--- config.mk ---
export PLATFORM = sky130hd
export DESIGN_NAME = hiloWriteback_flat
export DESIGN_NICKNAME = d
export VERILOG_FILES = /design/src/source/mdPkg.sv /design/src/source/mdStageIf.sv /design/src/source/hiloWriteback.sv /design/src/flat_wrapper.sv
export SDC_FILE = /design/constraint.sdc
export NUM_CORES = 1
export LEC_CHECK = 0
export BUFFER_PORTS_ARGS = -buffer_cell sky130_fd_sc_hd__buf_2
export CAP_MARGIN = 30
export CORE_ASPECT_RATIO = 1.4
export CORE_MARGIN = 8
export CORE_UTILIZATION = 45
export CTS_CLUSTER_DIAMETER = 40
export CTS_CLUSTER_SIZE = 30
export DETAILED_ROUTE_END_ITERATION = 8
export PLACE_DENSITY = 0.69
export SYNTH_ARGS = -nofsm -noshare
export SYNTH_HDL_FRONTEND = slang
export SYNTH_SLANG_ARGS = --single-unit
--- constraint.sdc ---
create_clock -name clk -period 8.6 [get_ports clk]
set_input_delay 0.43 -clock clk [delete_from_list [all_inputs] [get_ports clk]]
set_output_delay 0.43 -clock clk [all_outputs]
set_load 0.02 [all_outputs]
--- src/source/mdPkg.sv ---
//////////////////////////////
// hi/lo unit shared defs
//////////////////////////////

package mdPkg;

	localparam int DATA_WIDTH     = 32;                       // gpr / hi / lo width
	localparam int ACC_WIDTH      = 2 * DATA_WIDTH;           // {hi, lo} sized accumulator
	localparam int NUM_STAGES     = 8;                        // divide stages in the chain
	localparam int BITS_PER_STAGE = DATA_WIDTH / NUM_STAGES;  // quotient bits per stage
	localparam int OP_WIDTH       = 4;                        // room for 9 codes

	// op codes carried with every entry
	typedef enum logic [OP_WIDTH-1:0] {
		MD_NOP   = 4'd0,
		MD_MULT  = 4'd1,
		MD_MULTU = 4'd2,
		MD_DIV   = 4'd3,
		MD_DIVU  = 4'd4,
		MD_MTHI  = 4'd5,
		MD_MTLO  = 4'd6,
		MD_MFHI  = 4'd7,
		MD_MFLO  = 4'd8
	} mdOp_t;

	// divide ops get the restoring iterations
	function automatic logic isDivOp(input mdOp_t op);
		return (op == MD_DIV) || (op == MD_DIVU);
	endfunction

	// mf ops produce a read result at retire
	function automatic logic isMfOp(input mdOp_t op);
		return (op == MD_MFHI) || (op == MD_MFLO);
	endfunction

	// multiplies write both halves straight from acc
	function automatic logic isMulOp(input mdOp_t op);
		return (op == MD_MULT) || (op == MD_MULTU);
	endfunction

endpackage

--- src/source/mdStageIf.sv ---
`timescale 1ns/1ps

//////////////////////////////
// one pipeline entry
//////////////////////////////

// moves one stage per clock, no handshake, no back-pressure
interface mdStageIf;

	logic                         valid;    // live entry
	mdPkg::mdOp_t                 op;       // what to do at retire
	logic [mdPkg::ACC_WIDTH-1:0]  acc;      // {rem, quot} for divides, product, or mt value
	logic [mdPkg::DATA_WIDTH-1:0] divisor;  // magnitude only
	logic                         negQuot;  // flip quotient sign at retire
	logic                         negRem;   // flip remainder sign at retire

	// driver side
	modport src (
		output valid, op, acc, divisor, negQuot, negRem
	);

	// receiver side
	modport dst (
		input valid, op, acc, divisor, negQuot, negRem
	);

endinterface

--- src/source/hiloWriteback.sv ---
`timescale 1ns/1ps

// retire end of the chain that owns hi / lo
module hiloWriteback import mdPkg::*; (
	input  logic                  clk,
	input  logic                  reset,
	input  logic                  annul_i,      // retiring entry dies too
	mdStageIf.dst                 inStage,
	output logic                  readValid_o,  // mf result for one cycle
	output logic [DATA_WIDTH-1:0] readData_o
);

	logic [DATA_WIDTH-1:0] hiReg;
	logic [DATA_WIDTH-1:0] loReg;
	logic [DATA_WIDTH-1:0] quotFix;  // signed quotient
	logic [DATA_WIDTH-1:0] remFix;   // signed remainder
	logic                  retire;   // entry commits this edge

	assign retire = inStage.valid && !annul_i;

	//////////////////////////////
	// divide sign fix
	//////////////////////////////
	assign quotFix = inStage.negQuot ? -inStage.acc[DATA_WIDTH-1:0]
	                                 : inStage.acc[DATA_WIDTH-1:0];
	assign remFix  = inStage.negRem ? -inStage.acc[ACC_WIDTH-1:DATA_WIDTH]
	                                : inStage.acc[ACC_WIDTH-1:DATA_WIDTH];

	// hi / lo registers
	always_ff @(posedge clk) begin
		if (reset) begin
			hiReg <= '0;
			loReg <= '0;
		end else if (retire) begin
			if (isMulOp(inStage.op)) begin
				hiReg <= inStage.acc[ACC_WIDTH-1:DATA_WIDTH];
				loReg <= inStage.acc[DATA_WIDTH-1:0];
			end else if (isDivOp(inStage.op)) begin
				hiReg <= remFix;   // remainder to hi
				loReg <= quotFix;  // quotient to lo
			end else if (inStage.op == MD_MTHI) begin
				hiReg <= inStage.acc[DATA_WIDTH-1:0];
			end else if (inStage.op == MD_MTLO) begin
				loReg <= inStage.acc[DATA_WIDTH-1:0];
			end
		end
	end

	//////////////////////////////
	// mf read port
	//////////////////////////////
	always_ff @(posedge clk) begin
		if (reset || annul_i) begin
			readValid_o <= 1'b0;
		end else begin
			readValid_o <= inStage.valid && isMfOp(inStage.op);
		end
	end

	// hi/lo already hold every older op since retire is in order
	always_ff @(posedge clk) begin
		if (retire && isMfOp(inStage.op)) begin
			readData_o <= (inStage.op == MD_MFHI) ? hiReg : loReg;
		end
	end

	// neither the flushed retiring mf nor the one behind it reaches the read port
	noReadAfterAnnul: assert property (
		@(posedge clk) disable iff (reset)
		(annul_i || $past(annul_i)) |=> !readValid_o
	) else $error("hiloWriteback: read result right after annul");

endmodule

--- src/flat_wrapper.sv ---
// flat-port wrapper written by rule: the top's interface ports become plain ports
module hiloWriteback_flat import mdPkg::*;
  (clk, reset, annul_i, readValid_o, readData_o, inStage_valid, inStage_op, inStage_acc, inStage_divisor, inStage_negQuot, inStage_negRem);
  mdStageIf inStage_i ();
  input  logic clk;
  input  logic reset;
  input  logic annul_i;
  output logic readValid_o;
  output logic [DATA_WIDTH-1:0] readData_o;
  input wire logic [$bits(inStage_i.valid)-1:0] inStage_valid;
  input wire logic [$bits(inStage_i.op)-1:0] inStage_op;
  input wire logic [$bits(inStage_i.acc)-1:0] inStage_acc;
  input wire logic [$bits(inStage_i.divisor)-1:0] inStage_divisor;
  input wire logic [$bits(inStage_i.negQuot)-1:0] inStage_negQuot;
  input wire logic [$bits(inStage_i.negRem)-1:0] inStage_negRem;
  assign inStage_i.valid = inStage_valid;
  assign inStage_i.op = inStage_op;
  assign inStage_i.acc = inStage_acc;
  assign inStage_i.divisor = inStage_divisor;
  assign inStage_i.negQuot = inStage_negQuot;
  assign inStage_i.negRem = inStage_negRem;
  hiloWriteback u_core (.clk(clk), .reset(reset), .annul_i(annul_i), .inStage(inStage_i), .readValid_o(readValid_o), .readData_o(readData_o));
endmodule
# Word level (Yosys, flattened, before mapping)
# Index checks and enable logic that the tools add are counted.
[op_classes]
n_addsub = 2
mul = 0
div_mod_pow = 0
order_cmp = 0
n_eq_ne = 9
shifts = 0
mux = 10
n_bitwise = 0
reduce_logical = 12
[ops]
columns = ["operator", "n"]
rows = [
  ["$mux 32", 10],
  ["$neg 32->32", 2],
  ["$eq 4x3->1 const B", 4],
  ["$eq 4x2->1 const B", 2],
  ["$reduce_bool 3->1", 2],
  ["$eq 4x1->1 const B", 1],
  ["$eq 4x4->1 const B", 1],
  ["$logic_or 1x1->1", 4],
  ["$logic_and 1x1->1", 3],
  ["$ne 3x1->1 const B", 1],
  ["$reduce_and 3->1", 1],
  ["$reduce_and 2->1", 1],
  ["$logic_not 1->1", 1],
]
[totals]
register_bits = 97
latchBits = 0
ram_bits = 0
mem_bits_ro = 0
in_bits = 106
output_inout_bits = 33
wordCells = 37
mem_count = 0

# Longest topological paths before layout
[logic_depth]
ltp_word = 5
depth_mapped = 8
ltp_nobuf = 7

# Least setup slack after synthesis
# Ideal clock, no wire load.
[synth_timing]
path_type = "in2reg"
start = "in inStage_op[2]"
end = "reg u_core.readData_o[0] (enable)"
setup_ns = 0.433
arrival_time_ns = 2.645
t_required_ns = 8.167
setup_slack_ns = 5.522
path_stages = 3
n_path_buf = 1
cell_sequence = "clkbuf_1 nand4_1 a21oi_1"
[synth_between]
elab_chain_len = 3
elab_cells_between_ends = 4
cone_classes = "eq/ne (2); reduce/logical (2)"
[synth_lines]
columns = ["element", "line", "rtl"]
rows = [
  ["from (decl)", "flat_wrapper.sv:11", "input wire logic [$bits(inStage_i.op)-1:0] inStage_op;"],
  ["$eq 4x3->1 or $eq 4x4->1 (tied branches)", "mdPkg.sv:33", "return (op == MD_MFHI) || (op == MD_MFLO);"],
  ["$logic_or 1x1->1 *", "mdPkg.sv:33", ""],
  ["$logic_and 1x1->1 *", "hiloWriteback.sv:62", "if (retire && isMfOp(inStage.op)) begin"],
  ["to (signal assigned)", "hiloWriteback.sv:63", "readData_o <= (inStage.op == MD_MFHI) ? hiReg : loReg;"],
  ["to (decl)", "hiloWriteback.sv:10", "output logic [DATA_WIDTH-1:0] readData_o"],
]
# Every way passes the cells marked *; elsewhere a longest branch is shown, timed or not.
# A chain may end at the register's enable or synchronous reset.

# Worst setup path in the final report
[layout_timing]
start = "in inStage_op[2]"
end = "reg u_core.loReg[15]"
[layout_between]
elab_chain_len = 4
elab_cells_between_ends = 13
cone_classes = "eq/ne (7); mux (2); reduce/logical (4)"
[layout_lines]
columns = ["element", "line", "rtl"]
rows = [
  ["$eq 4x2->1 (tied with other cells)", "mdPkg.sv:28", "return (op == MD_DIV) || (op == MD_DIVU);"],
  ["$logic_or 1x1->1, on equally long branches", "mdPkg.sv:28, mdPkg.sv:38", ""],
  ["$ne 3x1->1 (no source line) (tied with other cells)", "--", ""],
  ["$reduce_and 3->1 (no source line) or $mux 32 (tied branches)", "--", ""],
  ["to (signal assigned)", "hiloWriteback.sv:37", "loReg <= inStage.acc[DATA_WIDTH-1:0];"],
  ["to (signal assigned)", "hiloWriteback.sv:40", "loReg <= quotFix;"],
  ["to (signal assigned)", "hiloWriteback.sv:44", "loReg <= inStage.acc[DATA_WIDTH-1:0];"],
  ["to (decl)", "hiloWriteback.sv:14", "logic [DATA_WIDTH-1:0] loReg;"],
]
# Several ways; a longest one is shown, not always the timed one.

==> results_dict.tcl <==
set metrics [dict create \
    wire_per_inst_um 21.7 \
    layout-drive-gt1-share 0.251 \
    place_hpwl_mm 13.9 \
    hold_violations 0 \
    slowest_delay_ns 0.80 \
    rsz0062_at_grt "no" \
    core_um2 12300 \
    synth_edf_count 32 \
    cpMaxStageDelayCell "a21boi_2" \
    peakVddDrop_v 0.0000874 \
    gr-total-overflow 0 \
    viasPerCell 6.37 \
    critPathMaxFanout 20 \
    placed_area_um2 6300 \
    grt_pass1_wl_mm 29.3 \
    tns_ns 0 \
    ys_seq_area_frac 0.403 \
    yosysUniqueCellTypes 68 \
    clockBufferDepth 2 \
    final_antenna_net_count 0 \
    drtIter0Drc 377 \
    cts_buffers 9 \
    whs_ns 0.387 \
    maxCapViolCount 0 \
    h-tree-depth 3 \
    track_usage 0.230 \
    die_width_um 110 \
    place_inst 846 \
    cts_root_buffer "clkbuf_16" \
    end_kind "flip-flop" \
    wirelength_mm 18.7 \
    required_ns 8.85 \
    fin_crit_sh 0.312 \
    fin_nets 815 \
    worst_clock_skew_ns 0.00743 \
    syn_inst 621 \
    gp_congestion 0.914 \
    mostFrequentLayoutCell "buf_2" \
    p_per_area_nw_per_um2 157 \
    clk_latency_ns 0.35 \
    power_leakage_nw 2.32 \
    status "completed" \
    clock-sinks 97 \
    grt_max_degree 46 \
    dr.pass1.iters 6 \
    start_kind "primary input" \
    syn_nets 729 \
    fin_crit_ns 2.68 \
    drc 0 \
    num_vias 5506 \
    worstPathArrival_ns 2.93 \
    syn_area_um2 5610 \
    async_flop_share 0 \
    fp-row-count 48 \
    finalMaxSlewViolations 0 \
    area_growth_pct 17.1 \
    die_area_um2 16400 \
    crit_type "primary input to flip-flop" \
    hold_class "primary input to flip-flop" \
    fmax_mhz 373 \
    synth_area_per_cell_um2 9.04 \
    ios 139 \
    final_core_utilization 0.537 \
    crit_buf_inv 1 \
    final_area_um2 6570 \
    setup_viol_count_final 0 \
    post-cts-setup-buffers 0 \
    cts_tree "done" \
    final_cells 864 \
    yosys_warnings 0 \
    holdBufCountCts 0 \
    cp_cell_sequence "buf_2 -> or4b_1 -> a21boi_2 -> o21ai_0 -> xor2_1 -> a211oi_1" \
    grt_pass1_vias 5520 \
    post_cts_resized 0 \
    cpLargestDelayFamily "compound AO/OA/AOI/OAI gates" \
    synthFlopType "dfxtp_1" \
    io_buffers 106 \
    fp.dieH_um 148 \
    final_cell_mix "buf_2 (106), dfxtp_1 (65), nor2_1 (56)" \
    path_clk_slew_ns 0.07 \
    antenna_found_initial 2 \
    slew_headroom 0.333 \
    initial_utilization 0.458 \
    tightest_slew_ns 0.999 \
    yosys_register_bits 97 \
]
-- cell families (layout without fill, tap and decap cells) --
kind of cell,count (synthesis),after routing,share of synthesized area
AO/OA/AOI/OAI,200,200,0.244
AND/OR/NAND/NOR,193,193,0.176
flip-flops,97,97,0.403
buffers and inverters,52,143,0.0366
multiplexers,40,40,0.0787
XOR/XNOR,37,37,0.0577
adder cells (fa/ha/maj),2,2,0.00446
other,0,2,0
-- report_power, final --
group	internal (W)	leakage, nW	switching [W]
sequential	0.000488	0.796	0.00000726
combinational	0.0000556	1.39	0.0000969
clock	0.000199	0.134	0.000183
total	0.000743	2.32	0.000287
-- metal layers --
metal	wire [µm]	track usage	vias up	share of wire
met5	0	0	-	0
met4	615	0.112	0	0.033
met3	1050	0.0381	38	0.056
met2	9700	0.388	237	0.52
met1	7360	0.271	2647	0.39
li1	-	-	2584	-
-- area by class of cell --
class,count,area (µm²)
inverter,10,37.5
fill,1207,5680
antenna,2,5.00
tap,150,188
clock inverter,5,40.0
sequential,97,2260
multi-input combinational,472,3180
clock buffer,11,233
timing repair buffer,117,633
-- sequential cells by signal (all words and copies together) (netlist names) --
register	cells
u_core.hiReg	32
u_core.readData_o	32
u_core.loReg	32
u_core.readValid_o	1
-- synthesized netlist by cell type, types with 2 or more instances --
cell type  count  area share
a31oi_1       12       0.013
o31a_1         2      0.0031
o2bb2ai_1      3      0.0047
mux2i_1        7       0.012
o221ai_1       5      0.0078
o21ai_0       50       0.045
a21o_1         2      0.0027
a41oi_1        3      0.0047
o2111a_1       2      0.0040
nor3_1        21       0.019
or4_1          9       0.012
a311oi_1       4      0.0062
and3_1         8      0.0089
xnor2_1       12       0.019
inv_1         10      0.0067
a311o_1        2      0.0036
or3_1          8      0.0089
edfxtp_1      32        0.17
nand3_1        7      0.0062
a221oi_1       9       0.014
o31ai_1       13       0.017
or2_2          6      0.0067
ha_1           2      0.0045
nand2_1       37       0.025
o22ai_1        2      0.0022
mux2_2        33       0.066
nor4b_1        3      0.0047
o211ai_1       7      0.0094
and4_1         3      0.0047
o32ai_1        2      0.0031
and2_1         5      0.0056
xor2_1        25       0.039
o41ai_1       10       0.016
a21oi_1       35       0.031
o21a_1         2      0.0027
dfxtp_1       65        0.23
a211oi_1      16       0.021
nor4_1        14       0.016
a211oi_2       2      0.0045
a211o_1        2      0.0031
clkbuf_1      33       0.022
nand4_1        8      0.0089
buf_2          8      0.0071
nor2_1        56       0.037
-- stage by stage --
stage | worst slack (ns) | total power [W]
2_1_floorplan | 5.52 | 0.000589
3_3_place_gp | 5.66 | 0.000651
3_5_place_dp | 5.61 | 0.000655
4_1_cts | 5.96 | 0.00103
5_1_grt | 5.78 | 0.00107
6_report | 5.92 | 0.00103
-- tightest hold or removal path: cells and delay by family --
family                 cells  cell delay (ns)
AOI/OAI and AO/OA          1             0.06
buffers and inverters      1             0.13
and+or+nand+nor            1             0.06
-- final timing paths --
path	start	end	slack (ns)	cells after the start
max reg2reg	u_core.hiReg[28]	u_core.hiReg[28]	7.64	3
min reg2reg	u_core.hiReg[16]	u_core.hiReg[16]	0.47	2
min	inStage_acc[5]	u_core.hiReg[5]	0.39	3
max	inStage_op[2]	u_core.loReg[15]	5.92	6
Note: power is estimated with default switching activity, not from simulation.
