<file path="config.mk">
export PLATFORM = sky130hd
export DESIGN_NAME = divStep_flat
export DESIGN_NICKNAME = d
export VERILOG_FILES = /design/src/source/mdPkg.sv /design/src/source/mdStageIf.sv /design/src/source/divStep.sv /design/src/flat_wrapper.sv
export SDC_FILE = /design/constraint.sdc
export NUM_CORES = 1
export LEC_CHECK = 0
export BUFFER_PORTS_ARGS = -buffer_cell sky130_fd_sc_hd__buf_2
export CELL_PAD_IN_SITES_DETAIL_PLACEMENT = 1
export CELL_PAD_IN_SITES_GLOBAL_PLACEMENT = 1
export CORE_ASPECT_RATIO = 1.2
export CORE_MARGIN = 2
export CORE_UTILIZATION = 43
export CTS_BUF_LIST = sky130_fd_sc_hd__clkbuf_4
export DETAILED_ROUTE_END_ITERATION = 12
export GPL_ROUTABILITY_DRIVEN = 0
export GPL_TIMING_DRIVEN = 0
export PLACE_DENSITY = 0.86
export SYNTH_ARGS = -nofsm -noshare
export SYNTH_HDL_FRONTEND = slang
export SYNTH_SLANG_ARGS = --single-unit
</file>
<file path="constraint.sdc">
create_clock -name clk -period 14.2 [get_ports clk]
set_input_delay 0.71 -clock clk [delete_from_list [all_inputs] [get_ports clk]]
set_output_delay 0.71 -clock clk [all_outputs]
set_load 0.1 [all_outputs]
</file>
<file path="src/source/mdPkg.sv">
//////////////////////////////
// hi/lo unit shared defs
//////////////////////////////

package mdPkg;

	localparam int DATA_WIDTH     = 32;                       // gpr / hi / lo width
	localparam int ACC_WIDTH      = 2 * DATA_WIDTH;           // {hi, lo} sized accumulator
	localparam int NUM_STAGES     = 8;                        // divide stages in the chain
	localparam int BITS_PER_STAGE = DATA_WIDTH / NUM_STAGES;  // quotient bits per stage
	localparam int OP_WIDTH       = 4;                        // room for 9 codes

	// op codes carried with every entry
	typedef enum logic [OP_WIDTH-1:0] {
		MD_NOP   = 4'd0,
		MD_MULT  = 4'd1,
		MD_MULTU = 4'd2,
		MD_DIV   = 4'd3,
		MD_DIVU  = 4'd4,
		MD_MTHI  = 4'd5,
		MD_MTLO  = 4'd6,
		MD_MFHI  = 4'd7,
		MD_MFLO  = 4'd8
	} mdOp_t;

	// divide ops get the restoring iterations
	function automatic logic isDivOp(input mdOp_t op);
		return (op == MD_DIV) || (op == MD_DIVU);
	endfunction

	// mf ops produce a read result at retire
	function automatic logic isMfOp(input mdOp_t op);
		return (op == MD_MFHI) || (op == MD_MFLO);
	endfunction

	// multiplies write both halves straight from acc
	function automatic logic isMulOp(input mdOp_t op);
		return (op == MD_MULT) || (op == MD_MULTU);
	endfunction

endpackage

</file>
<file path="src/source/mdStageIf.sv">
`timescale 1ns/1ps

//////////////////////////////
// one pipeline entry
//////////////////////////////

// moves one stage per clock, no handshake, no back-pressure
interface mdStageIf;

	logic                         valid;    // live entry
	mdPkg::mdOp_t                 op;       // what to do at retire
	logic [mdPkg::ACC_WIDTH-1:0]  acc;      // {rem, quot} for divides, product, or mt value
	logic [mdPkg::DATA_WIDTH-1:0] divisor;  // magnitude only
	logic                         negQuot;  // flip quotient sign at retire
	logic                         negRem;   // flip remainder sign at retire

	// driver side
	modport src (
		output valid, op, acc, divisor, negQuot, negRem
	);

	// receiver side
	modport dst (
		input valid, op, acc, divisor, negQuot, negRem
	);

endinterface

</file>
<file path="src/source/divStep.sv">
`timescale 1ns/1ps

// one restoring divide stage, BITS_PER_STAGE quotient bits per clock
module divStep import mdPkg::*; (
	input  logic  clk,
	input  logic  reset,
	input  logic  annul_i,   // drop whatever is in flight
	mdStageIf.dst inStage,
	mdStageIf.src outStage
);

	logic [ACC_WIDTH-1:0]  accNext;  // acc after this stage's iterations
	logic [DATA_WIDTH:0]   partRem;  // one extra bit for the shifted remainder
	logic                  doDiv;

	assign doDiv = inStage.valid && isDivOp(inStage.op);

	//////////////////////////////
	// shift, compare, subtract
	//////////////////////////////
	// acc = {rem, dividend/quot}, quotient bits shift in at the bottom
	always_comb begin
		accNext = inStage.acc;
		partRem = '0;
		for (int b = 0; b < BITS_PER_STAGE; b++) begin
			// rem shifted left with the next dividend bit
			partRem = {accNext[ACC_WIDTH-1 -: DATA_WIDTH], accNext[DATA_WIDTH-1]};
			accNext = {accNext[ACC_WIDTH-2:0], 1'b0};
			if (partRem >= {1'b0, inStage.divisor}) begin
				partRem    = partRem - {1'b0, inStage.divisor};
				accNext[0] = 1'b1;  // quotient bit set
			end
			// rem < divisor here, so it fits a word again
			accNext[ACC_WIDTH-1:DATA_WIDTH] = partRem[DATA_WIDTH-1:0];
		end
	end

	always_ff @(posedge clk) begin
		if (reset || annul_i) begin
			outStage.valid <= 1'b0;
		end else begin
			outStage.valid <= inStage.valid;
		end
	end

	// non-divide entries just ride along
	always_ff @(posedge clk) begin
		outStage.op      <= inStage.op;
		outStage.acc     <= doDiv ? accNext : inStage.acc;
		outStage.divisor <= inStage.divisor;
		outStage.negQuot <= inStage.negQuot;
		outStage.negRem  <= inStage.negRem;
	end

	// operand prep must never hand a zero divisor down the chain
	nonZeroDivisor: assert property (
		@(posedge clk) disable iff (reset)
		doDiv |-> inStage.divisor != '0
	) else $error("divStep: divide entry with zero divisor");

endmodule

</file>
<file path="src/flat_wrapper.sv">
// flat-port wrapper written by rule: the top's interface ports become plain ports
module divStep_flat import mdPkg::*;
  (clk, reset, annul_i, inStage_valid, inStage_op, inStage_acc, inStage_divisor, inStage_negQuot, inStage_negRem, outStage_valid, outStage_op, outStage_acc, outStage_divisor, outStage_negQuot, outStage_negRem);
  mdStageIf inStage_i ();
  mdStageIf outStage_i ();
  input  logic clk;
  input  logic reset;
  input  logic annul_i;
  input wire logic [$bits(inStage_i.valid)-1:0] inStage_valid;
  input wire logic [$bits(inStage_i.op)-1:0] inStage_op;
  input wire logic [$bits(inStage_i.acc)-1:0] inStage_acc;
  input wire logic [$bits(inStage_i.divisor)-1:0] inStage_divisor;
  input wire logic [$bits(inStage_i.negQuot)-1:0] inStage_negQuot;
  input wire logic [$bits(inStage_i.negRem)-1:0] inStage_negRem;
  output wire logic [$bits(outStage_i.valid)-1:0] outStage_valid;
  output wire logic [$bits(outStage_i.op)-1:0] outStage_op;
  output wire logic [$bits(outStage_i.acc)-1:0] outStage_acc;
  output wire logic [$bits(outStage_i.divisor)-1:0] outStage_divisor;
  output wire logic [$bits(outStage_i.negQuot)-1:0] outStage_negQuot;
  output wire logic [$bits(outStage_i.negRem)-1:0] outStage_negRem;
  assign inStage_i.valid = inStage_valid;
  assign inStage_i.op = inStage_op;
  assign inStage_i.acc = inStage_acc;
  assign inStage_i.divisor = inStage_divisor;
  assign inStage_i.negQuot = inStage_negQuot;
  assign inStage_i.negRem = inStage_negRem;
  assign outStage_valid = outStage_i.valid;
  assign outStage_op = outStage_i.op;
  assign outStage_acc = outStage_i.acc;
  assign outStage_divisor = outStage_i.divisor;
  assign outStage_negQuot = outStage_i.negQuot;
  assign outStage_negRem = outStage_i.negRem;
  divStep u_core (.clk(clk), .reset(reset), .annul_i(annul_i), .inStage(inStage_i), .outStage(outStage_i));
endmodule
</file>
# Word level (Yosys, flattened, before mapping)
# Cells that the tools add are included.
dict set report op_classes {
  addsub 4
  order_cmp 4
  eq_ne 2
  mux 9
  reduce_logical 3
}
# operator count
set op_table {}
lappend op_table {{>= comparator 33 x 32 -> 1 bit} 4}
lappend op_table {{2-to-1 mux 32 bit} 4}
lappend op_table {{subtractor 32 bit} 4}
lappend op_table {{2-to-1 mux 64 bit} 1}
lappend op_table {{equality test 4 x 2 -> 1 bit, second input constant} 1}
lappend op_table {{equality test 4 x 3 -> 1 bit, second input constant} 1}
lappend op_table {{2-to-1 mux 1 bit} 4}
lappend op_table {{logical OR 1 bit} 2}
lappend op_table {{logical AND 1 bit} 1}
dict set report word_totals {
  ff_bits 103
  input_bits 106
  out_inout_bits 103
  wordCells 28
}

# Logic depth before layout (Yosys ltp)
dict set report logic_depth {
  depth_word 9
  depth_mapped 58
  mapped_depth_nobuf 50
}

# Worst setup path after synthesis
# Ideal clock, no wire load.
dict set report synth_path {
  kind {input-to-reg}
  startpoint {input port inStage_divisor[22]}
  endpoint {register u_core.outStage.acc[60]}
  setup_ps 123
  t_arrival_ps 10802
  t_required_ps 14077
  slack_ps 3274
  stages 54
  path_buffers 9
  path_cell_list {inv_1 ha_1 a21oi_2 nor2_1 a211o_1 o21ai_1 nand3_2 o32ai_4 clkbuf_1 clkbuf_1 nor2_1 a21oi_1 inv_1 ha_1 nand2b_1 a21oi_1 o31ai_2 o21ai_1 (+18 left out) nand2b_2 buf_2 mux2_4 buf_12 mux2_4 ha_1 a21oi_1 o31ai_1 o41a_1 a211o_1 a31o_1 or4b_1 a31oi_2 nor2b_1 o21ai_0 nand2b_1 xnor2_1 o211ai_2}
}
dict set report synth_via {
  elab_chain_len 9
  elab_cells_between_ends 13
  classes_between {add/sub: 4; order compare: 4; mux: 5}
}
# item line_no
set synth_lines {}
lappend synth_lines {{start: declaration} flat_wrapper.sv:12} ;# input wire logic [$bits(inStage_i.divisor)-1:0] inStage_divisor;
lappend synth_lines {{subtractor 32 bit or >= comparator 33 x 32 -> 1 bit (tied branches)} {divStep.sv:30, divStep.sv:29}}
lappend synth_lines {{2-to-1 mux 32 bit} divStep.sv:29} ;# if (partRem >= {1'b0, inStage.divisor}) begin
lappend synth_lines {{subtractor 32 bit or >= comparator 33 x 32 -> 1 bit (tied branches)} {divStep.sv:30, divStep.sv:29}}
lappend synth_lines {{2-to-1 mux 32 bit} divStep.sv:29}
lappend synth_lines {{subtractor 32 bit or >= comparator 33 x 32 -> 1 bit (tied branches)} {divStep.sv:30, divStep.sv:29}}
lappend synth_lines {{2-to-1 mux 32 bit} divStep.sv:29}
lappend synth_lines {{subtractor 32 bit or >= comparator 33 x 32 -> 1 bit (tied branches)} {divStep.sv:30, divStep.sv:29}}
lappend synth_lines {{2-to-1 mux 32 bit (*)} divStep.sv:29}
lappend synth_lines {{2-to-1 mux 64 bit (*)} divStep.sv:49} ;# outStage.acc <= doDiv ? accNext : inStage.acc;
lappend synth_lines {{end: declaration} mdStageIf.sv:19} ;# output valid, op, acc, divisor, negQuot, negRem
# Mark *: on every way between the ends. The rest lies on a longest branch, timed or not.
# A chain may end at the register's enable or synchronous reset.

# Final worst setup path
dict set report layout_path {
  startpoint {input port inStage_divisor[7]}
  endpoint {register u_core.outStage.acc[52]}
}
# Same word-level chain as after synthesis.

==> reports/results.tsv <==
metric	value	unit
status	complete, no violations	
ys_seq_elements	103	
gr-total-overflow	0	
dp.final_hpwl	36400	um
routed_wl	44000	um
yosys.area_share.simple	20.6	%
via_count	12200	
drv_slew	0	
p_comb_share	85.2	%
antenna_found_initial	2	
yosys_warnings	0	
slowest_delay	0.60	ns
crit_top_cell	a21oi_1	
setup_viol	0	
wl_per_cell	22.0	um
fin_crit	13.69	ns
grt_pass1_vias	12400	
tightestPinTransition	0.790	ns
power.switching	1.96	mW
cp-endpoint	u_core.outStage.acc[52]$_DFF_P_	
synthTopCellsByArea	dfxtp_1, ha_1, nand2_1, xnor2_1, a21oi_1	
worstPathMaxFanout	10	
drt_iter0_markers	824	
fin_nets	1896	
startpoint	inStage_divisor[7]	
synth_xor_area_share	7.37	%
max_cap_violations	0	
rows	65	
p_clk_share	5.3	%
postRouteAntennaNets	0	
hold_depth	1	
dieHeight	182	um
synthAdderAreaFrac	14.7	%
cp_data_required_time	14.69	ns
htreeDepth	3	
synth.top_cell.area_share	18.1	%
cts_made_buffers	9	
synth_area_per_cell	7.93	um^2
dieArea	27900	um^2
grt_max_degree	23	
cts_buffer_depth	2	
max_freq	0.0730	GHz
path_class	input port to register	
hp-class	input port to register	
area_growth	14.4	%
fillerInstances	3357	
cts_setup_buffers	0	
drc	0	
root_buffer	clkbuf_4	
p_leak	6.30	nW
ys_async_sr_fraction	0	%
synth_top_family_by_area	compound AO/OA/AOI/OAI gates	
via_per_inst	6.09	
dr.pass1.iters	5	
port-buffer-count	208	
power_density	263	nW/um^2
die_w	153	um
whs	0.245	ns
swShare	57.1	%
cp-end-kind	register	
critPathLaunchType	input port	
syn_nets	1677	
grt_pass1_wl	67700	um
synth_mux_area_share	8.96	%
ios	209	
utilization	49.8	%
start_util	43.6	%
synth-main-ff-cell	dfxtp_1	
crit_arrival	14.18	ns
finalCritPeriodShare	96.4	%
drive_above_1_share	21.3	%
crit_slowest_cell	a221oi_2	
synth_compound_area_share	25.5	%
cts_sinks	103	
synth_area_leader_cell	dfxtp_1	
cts_tree	built	
hold_violations	0	
core_area	26200	um^2
synth_cell_types	90	
relSlewSlack	47.3	%
grt_util_all_layers	30.7	%
ir_drop	0.184	mV
power_frac_seq	9.5	%
synth_edf_count	0	
postSynthCellCount	1439	
clk_pin_slew	0.23	ns
seq_area_frac_synth	18.1	%
syn-cell-area	11400	um^2
p_int	1.47	mW
-- state kept, by name (all words and copies together), names as in the netlist --
name	flops
u_core.outStage.negQuot	1
u_core.outStage.acc	64
u_core.outStage.valid	1
u_core.outStage.divisor	32
u_core.outStage.negRem	1
u_core.outStage.op	4
-- routing by layer --
layer | track usage [%] | vias up | wire length [um]
met1 | 35.4 | 5905 | 17600
met5 | 0 | - | 0
met3 | 4.04 | 131 | 2240
met4 | 18.7 | 0 | 2730
li1 | - | 5697 | -
met2 | 53.9 | 438 | 21500
-- cells in the mapped netlist, drive strengths merged (32+ instances only) --
master	number
a21o	46
a21oi	105
dfxtp	103
ha	128
inv	72
mux2	50
mux2i	40
nand2	205
nand3	46
nor2	80
nor3	32
o21ai	88
xnor2	58
xor2	38
-- cells by family (layout without fill, tap and decap cells) --
| family | count (synthesis) | after routing |
|---|---|---|
| AND/OR/NAND/NOR | 487 | 487 |
| buffers and inverters | 114 | 338 |
| XOR/XNOR | 96 | 96 |
| adder cells (fa/ha/maj) | 132 | 132 |
| AO/OA/AOI/OAI | 417 | 417 |
| flip-flops | 103 | 103 |
| multiplexers | 90 | 90 |
| other | 0 | 2 |
-- metrics by stage --
step	TNS [ns]	cell area, um^2	instances	setup slack [ns]	total power [mW]
2_1_floorplan	0	11400	1439	3.27	2.53
3_3_place_gp	-3.76	12900	1982	-0.280	3.08
3_5_place_dp	-8.75	12900	1982	-0.438	3.18
4_1_cts	0	13000	1998	0.101	3.38
5_1_grt	-0.00172	13100	2000	-0.00172	3.66
6_report	0	13100	2000	0.507	3.43
-- power by group through the flow --
stage          Clock [mW]  Combinational (mW)  Sequential (mW)
2_1_floorplan           0                1.98            0.555
3_3_place_gp            0                2.75            0.332
3_5_place_dp            0                2.85            0.333
4_1_cts             0.185                2.87            0.327
5_1_grt             0.196                3.13            0.329
6_report            0.183                2.92            0.326
-- critical path, delay by kind of cell --
kind            cells  cell delay (ns)
simple gates        9             1.64
mux                 2             1.00
compound gates     27             6.78
fa+ha+maj           4             1.31
buf+inv            13             2.65
-- cell type report --
cell class	instances	area, um^2	area share, %
clock buffers	9	67.6	0.518
plain buffers	42	285	2.19
clock inverters	7	88.8	0.681
repair buffers	208	1040	7.98
well taps	335	419	3.21
flip-flops and latches	103	2060	15.8
multi-input cells	1222	8810	67.5
inverters	72	270	2.07
diodes	2	5.00	0.0384
-- repair_timing --
item                       4_1_cts  5_1_grt
setup endpoints to repair        0       33
resized for setup                0       12
hold buffers                     0        0
-- layout by cell type (no fill, tap or decap), types with 35 or more instances in the layout --
cell     instances
xor2_1          38
mux2_2          35
o21ai_0         70
dfxtp_1        103
nand3_1         37
inv_1           72
ha_1           128
buf_2          215
nand2_1        205
nor2_1          79
a21o_1          46
a21oi_1        101
mux2i_1         38
xnor2_1         58
-- worst min-delay path by stage --
stage / startpoint / to
5_1_grt: inStage_divisor[6] / u_core.outStage.divisor[6]$_DFF_P_
3_3_place_gp: inStage_negQuot / u_core.outStage.negQuot$_DFF_P_
4_1_cts: inStage_divisor[30] / u_core.outStage.divisor[30]$_DFF_P_
6_report: inStage_divisor[30] / u_core.outStage.divisor[30]$_DFF_P_
3_5_place_dp: inStage_negQuot / u_core.outStage.negQuot$_DFF_P_
2_1_floorplan: inStage_divisor[0] / u_core.outStage.divisor[0]$_DFF_P_
(Power assumes the default switching activity.)
